--- src/source/mmc1_pkg.sv ---
`default_nettype none

package mmc1_pkg;

	localparam int REG_W = 5;
	localparam int CNT_W = 3;
	localparam logic [CNT_W-1:0] COMMIT_COUNT = 3'd4;

	localparam logic [7:0] SST_CTRL = 8'd0;
	localparam logic [7:0] SST_CHR0 = 8'd1;
	localparam logic [7:0] SST_CHR1 = 8'd2;
	localparam logic [7:0] SST_PRG = 8'd3;
	localparam logic [7:0] SST_SHIFT = 8'd4;
	localparam logic [7:0] SST_COUNT = 8'd5;
	localparam logic [7:0] SST_LAST = 8'd5;

	localparam logic [REG_W-1:0] RESET_CTRL = 5'b11111;

	// Target follows cpu_addr[14:13].
	typedef enum logic [1:0] {CTRL, CHR0, CHR1, PRG} reg_sel_t;

	typedef logic [REG_W-1:0] reg_word_t;
	typedef logic [3:0] prg_bank_t;
	typedef logic [4:0] chr_bank_t;

	typedef struct packed {
		logic chr_mode;
		logic [1:0] prg_mode;
		logic [1:0] mirror;
	} ctrl_fields_t;

	typedef struct packed {
		logic wram_dis; // Active high disables work RAM.
		prg_bank_t bank;
	} prg_fields_t;

	typedef union packed {
		reg_word_t raw;
		ctrl_fields_t ctrl;
		prg_fields_t prg;
	} reg_word_u;

endpackage

`default_nettype wire

--- src/source/chip_mmc1.sv ---
`timescale 1ns/1ps
`default_nettype none

module chip_mmc1 (
	input wire logic cpu_m2,
	input wire logic rst,
	input wire logic [14:13] cpu_addr,
	input wire logic cpu_d7,
	input wire logic cpu_d0,
	input wire logic cpu_ce_n,
	input wire logic cpu_rw,
	input wire logic [12:10] ppu_addr,
	output logic wram_ce,
	output logic prg_ce_n,
	output logic ciram_a10,
	output mmc1_pkg::prg_bank_t prg_addr,
	output mmc1_pkg::chr_bank_t chr_addr,
	input wire logic psel,
	input wire logic penable,
	input wire logic pwrite,
	input wire logic [7:0] paddr,
	input wire logic [7:0] pwdata,
	output logic [7:0] prdata,
	output logic pready,
	output logic pslverr
);

	logic cpu_we;
	logic commit;
	logic loader_rst;
	mmc1_pkg::reg_sel_t commit_sel;
	mmc1_pkg::reg_word_t commit_val;
	mmc1_pkg::reg_word_t shift_q;
	logic [mmc1_pkg::CNT_W-1:0] count_q;
	logic [5:0] sst_we;
	mmc1_pkg::reg_word_t sst_wdata;
	mmc1_pkg::ctrl_fields_t ctrl;
	mmc1_pkg::chr_bank_t chr0;
	mmc1_pkg::chr_bank_t chr1;
	mmc1_pkg::prg_fields_t prg;

	// Save-state writes win over the CPU.
	assign cpu_we = !cpu_ce_n && !cpu_rw && !(psel && penable && pwrite);

	mmc1_serial_loader u_loader (
		.cpu_m2(cpu_m2),
		.rst(rst),
		.cpu_we(cpu_we),
		.cpu_rw(cpu_rw),
		.cpu_d7(cpu_d7),
		.cpu_d0(cpu_d0),
		.cpu_sel(mmc1_pkg::reg_sel_t'(cpu_addr)),
		.sst_we(sst_we[5:4]),
		.sst_wdata(sst_wdata),
		.commit(commit),
		.commit_sel(commit_sel),
		.commit_val(commit_val),
		.loader_rst(loader_rst),
		.shift_q(shift_q),
		.count_q(count_q)
	);

	mmc1_bank_regs u_regs (
		.cpu_m2(cpu_m2),
		.rst(rst),
		.commit(commit),
		.commit_sel(commit_sel),
		.commit_val(commit_val),
		.loader_rst(loader_rst),
		.sst_we(sst_we[3:0]),
		.sst_wdata(sst_wdata),
		.ctrl(ctrl),
		.chr0(chr0),
		.chr1(chr1),
		.prg(prg)
	);

	mmc1_addr_map u_map (
		.cpu_addr(cpu_addr),
		.cpu_ce_n(cpu_ce_n),
		.cpu_rw(cpu_rw),
		.ppu_addr(ppu_addr),
		.ctrl(ctrl),
		.chr0(chr0),
		.chr1(chr1),
		.prg(prg),
		.wram_ce(wram_ce),
		.prg_ce_n(prg_ce_n),
		.ciram_a10(ciram_a10),
		.prg_addr(prg_addr),
		.chr_addr(chr_addr)
	);

	mmc1_state_apb u_apb (
		.cpu_m2(cpu_m2),
		.rst(rst),
		.psel(psel),
		.penable(penable),
		.pwrite(pwrite),
		.paddr(paddr),
		.pwdata(pwdata),
		.prdata(prdata),
		.pready(pready),
		.pslverr(pslverr),
		.sst_we(sst_we),
		.sst_wdata(sst_wdata),
		.ctrl_raw(ctrl),
		.chr0_raw(chr0),
		.chr1_raw(chr1),
		.prg_raw(prg),
		.shift_q(shift_q),
		.count_q(count_q)
	);

endmodule

`default_nettype wire

--- src/source/mmc1_addr_map.sv ---
`timescale 1ns/1ps
`default_nettype none

module mmc1_addr_map (
	input wire logic [14:13] cpu_addr,
	input wire logic cpu_ce_n,
	input wire logic cpu_rw,
	input wire logic [12:10] ppu_addr,
	input mmc1_pkg::ctrl_fields_t ctrl,
	input mmc1_pkg::chr_bank_t chr0,
	input mmc1_pkg::chr_bank_t chr1,
	input mmc1_pkg::prg_fields_t prg,
	output logic wram_ce,
	output logic prg_ce_n,
	output logic ciram_a10,
	output mmc1_pkg::prg_bank_t prg_addr,
	output mmc1_pkg::chr_bank_t chr_addr
);

	// Work RAM lives at $6000-$7FFF while ROM is deselected.
	assign wram_ce = cpu_ce_n && (cpu_addr == 2'b11) && !prg.wram_dis;
	assign prg_ce_n = !(!cpu_ce_n && cpu_rw);

	always_comb
	begin
		if (!ctrl.mirror[1])
			ciram_a10 = ctrl.mirror[0]; // One screen.
		else if (!ctrl.mirror[0])
			ciram_a10 = ppu_addr[10]; // Vertical.
		else
			ciram_a10 = ppu_addr[11]; // Horizontal.
	end

	always_comb
	begin
		case (ctrl.prg_mode)
			2'd2:
				prg_addr = cpu_addr[14] ? prg.bank : 4'h0;
			2'd3:
				prg_addr = cpu_addr[14] ? 4'hf : prg.bank;
			default:
				prg_addr = {prg.bank[3:1], cpu_addr[14]}; // 32K window.
		endcase
	end

	always_comb
	begin
		if (!ctrl.chr_mode)
			chr_addr = {chr0[4:1], ppu_addr[12]};
		else if (!ppu_addr[12])
			chr_addr = chr0;
		else
			chr_addr = chr1;
	end

endmodule

`default_nettype wire

--- src/source/mmc1_bank_regs.sv ---
`timescale 1ns/1ps
`default_nettype none

module mmc1_bank_regs (
	input wire logic cpu_m2,
	input wire logic rst,
	input wire logic commit,
	input mmc1_pkg::reg_sel_t commit_sel,
	input mmc1_pkg::reg_word_t commit_val,
	input wire logic loader_rst,
	input wire logic [3:0] sst_we,
	input mmc1_pkg::reg_word_t sst_wdata,
	output mmc1_pkg::ctrl_fields_t ctrl,
	output mmc1_pkg::chr_bank_t chr0,
	output mmc1_pkg::chr_bank_t chr1,
	output mmc1_pkg::prg_fields_t prg
);

	mmc1_pkg::reg_word_u ctrl_r;
	mmc1_pkg::reg_word_u chr0_r;
	mmc1_pkg::reg_word_u chr1_r;
	mmc1_pkg::reg_word_u prg_r;

	always_ff @(posedge cpu_m2)
	begin
		if (rst)
		begin
			ctrl_r.raw <= mmc1_pkg::RESET_CTRL;
			chr0_r.raw <= '0;
			chr1_r.raw <= '0;
			prg_r.raw <= '0; // Work RAM enabled.
		end
		else
		begin
			if (sst_we[0])
				ctrl_r.raw <= sst_wdata;
			else if (commit && commit_sel == mmc1_pkg::CTRL)
				ctrl_r.raw <= commit_val;
			else if (loader_rst)
				ctrl_r.ctrl.prg_mode <= 2'b11; // Fix last bank.

			if (sst_we[1])
				chr0_r.raw <= sst_wdata;
			else if (commit && commit_sel == mmc1_pkg::CHR0)
				chr0_r.raw <= commit_val;

			if (sst_we[2])
				chr1_r.raw <= sst_wdata;
			else if (commit && commit_sel == mmc1_pkg::CHR1)
				chr1_r.raw <= commit_val;

			if (sst_we[3])
				prg_r.raw <= sst_wdata;
			else if (commit && commit_sel == mmc1_pkg::PRG)
				prg_r.raw <= commit_val;
		end
	end

	assign ctrl = ctrl_r.ctrl;
	assign chr0 = chr0_r.raw;
	assign chr1 = chr1_r.raw;
	assign prg = prg_r.prg;

	a_loader_rst_mode: assert property (@(posedge cpu_m2) disable iff (rst)
		loader_rst |=> (ctrl.prg_mode == 2'b11));

endmodule

`default_nettype wire

--- src/source/mmc1_serial_loader.sv ---
`timescale 1ns/1ps
`default_nettype none

module mmc1_serial_loader (
	input wire logic cpu_m2,
	input wire logic rst,
	input wire logic cpu_we,
	input wire logic cpu_rw,
	input wire logic cpu_d7,
	input wire logic cpu_d0,
	input mmc1_pkg::reg_sel_t cpu_sel,
	input wire logic [5:4] sst_we,
	input mmc1_pkg::reg_word_t sst_wdata,
	output logic commit,
	output mmc1_pkg::reg_sel_t commit_sel,
	output mmc1_pkg::reg_word_t commit_val,
	output logic loader_rst,
	output mmc1_pkg::reg_word_t shift_q,
	output logic [mmc1_pkg::CNT_W-1:0] count_q
);

	mmc1_pkg::reg_word_t shift_next;
	logic rw_q; // High when the last seen cycle was a read.
	logic counted;

	// Bits enter at the top and walk down to bit 0.
	assign shift_next = {cpu_d0, shift_q[mmc1_pkg::REG_W-1:1]};

	assign counted = cpu_we && rw_q && !cpu_d7;
	assign loader_rst = cpu_we && cpu_d7;

	assign commit = counted && (count_q == mmc1_pkg::COMMIT_COUNT);
	assign commit_sel = cpu_sel;
	assign commit_val = shift_next;

	// Filters the second write of a read-modify-write pair.
	always_ff @(posedge cpu_m2)
	begin
		if (rst)
			rw_q <= 1'b1;
		else if (cpu_we || cpu_rw)
			rw_q <= cpu_rw; // Other write cycles leave history alone.
	end

	always_ff @(posedge cpu_m2)
	begin
		if (rst)
		begin
			shift_q <= '0;
			count_q <= '0;
		end
		else
		begin
			if (sst_we[4])
				shift_q <= sst_wdata;
			else if (counted)
				shift_q <= shift_next;

			if (sst_we[5])
				count_q <= sst_wdata[mmc1_pkg::CNT_W-1:0];
			else if (loader_rst)
				count_q <= '0;
			else if (counted)
			begin
				if (count_q == mmc1_pkg::COMMIT_COUNT)
					count_q <= '0; // Wrap after the commit.
				else
					count_q <= count_q + 1'b1;
			end
		end
	end

	a_commit_wrap: assert property (@(posedge cpu_m2) disable iff (rst)
		(commit && !sst_we[5]) |=> (count_q == '0));

endmodule

`default_nettype wire

--- src/source/mmc1_state_apb.sv ---
`timescale 1ns/1ps
`default_nettype none

module mmc1_state_apb (
	input wire logic cpu_m2,
	input wire logic rst,
	input wire logic psel,
	input wire logic penable,
	input wire logic pwrite,
	input wire logic [7:0] paddr,
	input wire logic [7:0] pwdata,
	output logic [7:0] prdata,
	output logic pready,
	output logic pslverr,
	output logic [5:0] sst_we,
	output mmc1_pkg::reg_word_t sst_wdata,
	input mmc1_pkg::reg_word_t ctrl_raw,
	input mmc1_pkg::reg_word_t chr0_raw,
	input mmc1_pkg::reg_word_t chr1_raw,
	input mmc1_pkg::reg_word_t prg_raw,
	input mmc1_pkg::reg_word_t shift_q,
	input wire logic [mmc1_pkg::CNT_W-1:0] count_q
);

	logic addr_ok;
	logic wr_access;

	assign addr_ok = (paddr <= mmc1_pkg::SST_LAST);
	assign wr_access = psel && penable && pwrite && addr_ok;

	always_comb
	begin
		sst_we = '0;
		if (wr_access)
			sst_we[paddr[2:0]] = 1'b1; // One strobe per state word.
	end

	assign sst_wdata = pwdata[mmc1_pkg::REG_W-1:0];

	always_comb
	begin
		case (paddr)
			mmc1_pkg::SST_CTRL: prdata = {3'b000, ctrl_raw};
			mmc1_pkg::SST_CHR0: prdata = {3'b000, chr0_raw};
			mmc1_pkg::SST_CHR1: prdata = {3'b000, chr1_raw};
			mmc1_pkg::SST_PRG: prdata = {3'b000, prg_raw};
			mmc1_pkg::SST_SHIFT: prdata = {3'b000, shift_q};
			mmc1_pkg::SST_COUNT: prdata = {5'b00000, count_q};
			default: prdata = 8'hff;
		endcase
	end

	// Set during setup so the access phase completes at once.
	always_ff @(posedge cpu_m2)
	begin
		if (rst)
		begin
			pready <= 1'b0;
			pslverr <= 1'b0;
		end
		else
		begin
			pready <= psel && !penable;
			pslverr <= psel && !penable && !addr_ok;
		end
	end

	a_penable_psel: assert property (@(posedge cpu_m2) disable iff (rst)
		penable |-> psel);

endmodule

`default_nettype wire
--- config.mk ---
export PLATFORM = sky130hd
export DESIGN_NAME = chip_mmc1
export DESIGN_NICKNAME = d
export VERILOG_FILES = /design/src/source/mmc1_pkg.sv /design/src/source/chip_mmc1.sv /design/src/source/mmc1_addr_map.sv /design/src/source/mmc1_bank_regs.sv /design/src/source/mmc1_serial_loader.sv /design/src/source/mmc1_state_apb.sv
export SDC_FILE = /design/constraint.sdc
export NUM_CORES = 1
export LEC_CHECK = 0
export ABC_AREA = 1
export CAP_MARGIN = 40
export CORE_UTILIZATION = 58
export DETAILED_ROUTE_END_ITERATION = 12
export DONT_BUFFER_PORTS = 1
export PLACE_DENSITY = 0.74
export SYNTH_ARGS = -nofsm -noshare
export SYNTH_HDL_FRONTEND = slang
export SYNTH_HIERARCHICAL = 1
export SYNTH_SLANG_ARGS = --single-unit
--- constraint.sdc ---
create_clock -name cpu_m2 -period 1.3 [get_ports cpu_m2]
set_input_delay 0.065 -clock cpu_m2 [delete_from_list [all_inputs] [get_ports cpu_m2]]
set_output_delay 0.065 -clock cpu_m2 [all_outputs]
set_load 0.1 [all_outputs]
==> results_dict.tcl <==
set metrics [dict create \
    intPower_w 0.00157 \
    syn-cell-area_um2 2550 \
    worst_pin_slew_ns 0.355 \
    via_per_inst 5.73 \
    dieArea_um2 4670 \
    rsz0062_at_grt "true" \
    startpoint_type "register" \
    period_minus_slack_ns 1.37 \
    crit_fanout 5 \
    hpwl_mm 5.23 \
    clockBufferDepth 2 \
    die_h_um 68.4 \
    die_x_um 68.4 \
    io_buffers 0 \
    yosysSeqAreaShare_pct 24.3 \
    start_util_pct 62.1 \
    drc 0 \
    p_sw_w 0.000736 \
    swShare_pct 31.9 \
    p_per_area_nw_per_um2 675 \
    instances_no_fill 548 \
    ys_ff_latch 31 \
    clock_latency_ns 0.29 \
    whs_ns 0.00859 \
    yosysWarnings 6 \
    layout-drive-gt1-share_pct 28.9 \
    n_antenna_cell 0 \
    h-tree-depth 2 \
    syn_to_final_growth_pct 33.8 \
    setup_ws_ns -0.0725 \
    first_pass_iters 6 \
    grt_first_pass_wirelength_mm 12.1 \
    synth_largest_area_cell "nand2_1" \
    final-setup-viol-count 12 \
    outcome "finished with violations" \
    hp-class "in2reg" \
    coreArea_um2 4120 \
    fin_crit_sh_pct 106 \
    pin_count 52 \
    synth_top_area_share_pct 26.0 \
    final_antenna_net_count 0 \
    maxCapViolCount 0 \
    finalNetCount 530 \
    final_cell_area_um2 3420 \
    clock-sinks 31 \
    clock_skew_ns 0.00592 \
    comb_power_share_pct 23.8 \
    violations "setup timing" \
    num_vias 3140 \
    drt-total-wl_mm 8.15 \
    cp.required_ns 1.49 \
    grt_overflow 0 \
    timing.fmax_ghz 0.729 \
    synth.avg_cell_area_um2 5.60 \
    synthCells 456 \
    antenna_found_initial 0 \
    dpl_cell_area_um2 2980 \
    p_seq_share_pct 42.4 \
    final_max_slew_viol_count 0 \
    drtIter0Drc 326 \
    path_clk_slew_ns 0.06 \
    syn-num-nets 488 \
    clock_power_share_pct 33.9 \
    crit_type "reg2reg" \
    grt_pass1_vias 2656 \
    cts_tree "built" \
    track_usage_pct 35.3 \
    post-place-ws_ns -0.0876 \
    avgRoutedWirePerCell_um 14.9 \
    p_leak_nw 1.71 \
    hold_viol_final 0 \
    synthDistinctLibCells 23 \
    grt_max_degree 21 \
    slew_headroom_pct 76.3 \
    gp_congestion 1.06 \
    synthTopCellsByArea "nand2_1, dfxtp_1, nor2_1" \
    cts_made_buffers 5 \
    worstSetupEndpointType "register" \
    place_inst 526 \
    final_util_pct 83.0 \
    root_buffer "clkbuf_8" \
    crit_arrival_ns 1.56 \
    row_count 23 \
    ir_drop_uv 671 \
]
[critical path, stage by stage (launching register included)]
cell     delay (ns)
dfxtp_2        0.32
inv_2          0.07
ha_4           0.14
nand2_4        0.05
nor2_4         0.17
buf_12         0.16
nand3_4        0.13
a21oi_2        0.18
nor2_1         0.05
[power groups by stage]
stage	Combinational, W	Clock (W)	Sequential, W
global route	0.000576	0.000835	0.000977
CTS	0.000498	0.000773	0.000978
floorplan	0.000335	0	0.00101
finish	0.000548	0.000781	0.000977
global placement	0.000441	0	0.000997
detailed placement	0.000449	0	0.000997
[repair_timing]
item                                   4_1_cts  5_1_grt
setup endpoints to repair                   21       34
gates resized for setup                     26       40
buffers inserted                             4        3
gates cloned                                 2        0
pin swaps                                    6       14
hold buffers                                 6        0
endpoints found under the hold margin       13        0
[state kept, by name (all words and copies together), names as in the netlist, 3 cells and up]
signal,flops
u_loader/count_q,3
u_loader/shift_q,5
u_regs/chr0,5
u_regs/chr1,5
u_regs/ctrl,5
u_regs/prg,5
[synthesized netlist by cell type]
cell type / n
nand3_1: 42
buf_2: 1
nor2_1: 59
dfxtp_1: 31
buf_4: 16
a21oi_1: 17
nand2_2: 5
inv_1: 56
nor2_2: 5
ha_1: 2
nand2_1: 177
buf_8: 1
nor2_8: 1
nand3b_1: 5
nor3b_1: 2
nor2_4: 2
o21ai_0: 14
nand2_4: 2
buf_6: 2
clkinv_4: 1
nor3_1: 1
inv_2: 8
nand3_2: 6
[per-stage QoR]
step | power [W] | setup TNS, ns
floorplan | 0.00135 | -0.103
global placement | 0.00144 | -0.490
detailed placement | 0.00145 | -1.33
CTS | 0.00225 | 0
global route | 0.00239 | -1.33
finish | 0.00231 | -0.413
[layout make-up]
class	count	area, µm²
multi-input cells	342	1740
clock buffers	6	82.6
inverters	65	255
well taps	50	62.6
repair buffers	53	633
clock inverters	1	5.00
fillers	263	698
flip-flops and latches	31	638
[final timing paths]
kind | from | end | slack (ns) | cells past startpoint
setup / recovery | u_loader/count_q[0]$_SDFFE_PP0P_ | u_regs/chr0[0]$_SDFFE_PP0P_ | -0.07 | 8
hold / removal | pwdata[0] | u_loader/shift_q[0]$_SDFFE_PP0P_ | 0.009 | 4
setup reg to reg | u_loader/count_q[0]$_SDFFE_PP0P_ | u_regs/chr0[0]$_SDFFE_PP0P_ | -0.07 | 8
hold reg to reg | u_loader/rw_q$_SDFFE_PP1P_ | u_loader/rw_q$_SDFFE_PP1P_ | 0.50 | 2
[kinds of logic (layout without fill, tap and decap cells)]
| kind of cell | after synthesis | after routing | synth area share, % |
|---|---|---|---|
| compound gates | 31 | 31 | 6.08 |
| buf+inv | 85 | 125 | 16.1 |
| fa+ha+maj | 2 | 2 | 0.980 |
| simple gates | 307 | 309 | 52.5 |
| flops | 31 | 31 | 24.3 |
[routing by layer]
metal,track usage [%],share of wire (%),up-vias
met5,0,0,-
met4,13.3,4.0,0
met3,7.50,12,43
met2,59.6,47,235
met1,43.5,37,1395
li1,-,-,1467
[placed cells by master (no fill, tap or decap), types with 2 or more instances in the layout]
cell,instances
dfxtp_4,2
nand3_4,5
inv_2,13
nor2_1,44
nand3_2,6
dlygate4sd3_1,6
buf_12,17
o21ai_0,13
nand2_1,167
nand2_4,4
nor2_4,5
dfxtp_1,21
buf_4,28
buf_6,2
inv_1,49
clkbuf_8,6
a21oi_1,7
nand2_2,13
nand3_1,39
nor2_2,17
a21oi_2,10
dfxtp_2,8
nand3b_1,5
Note: power is estimated with default switching activity, not from simulation.
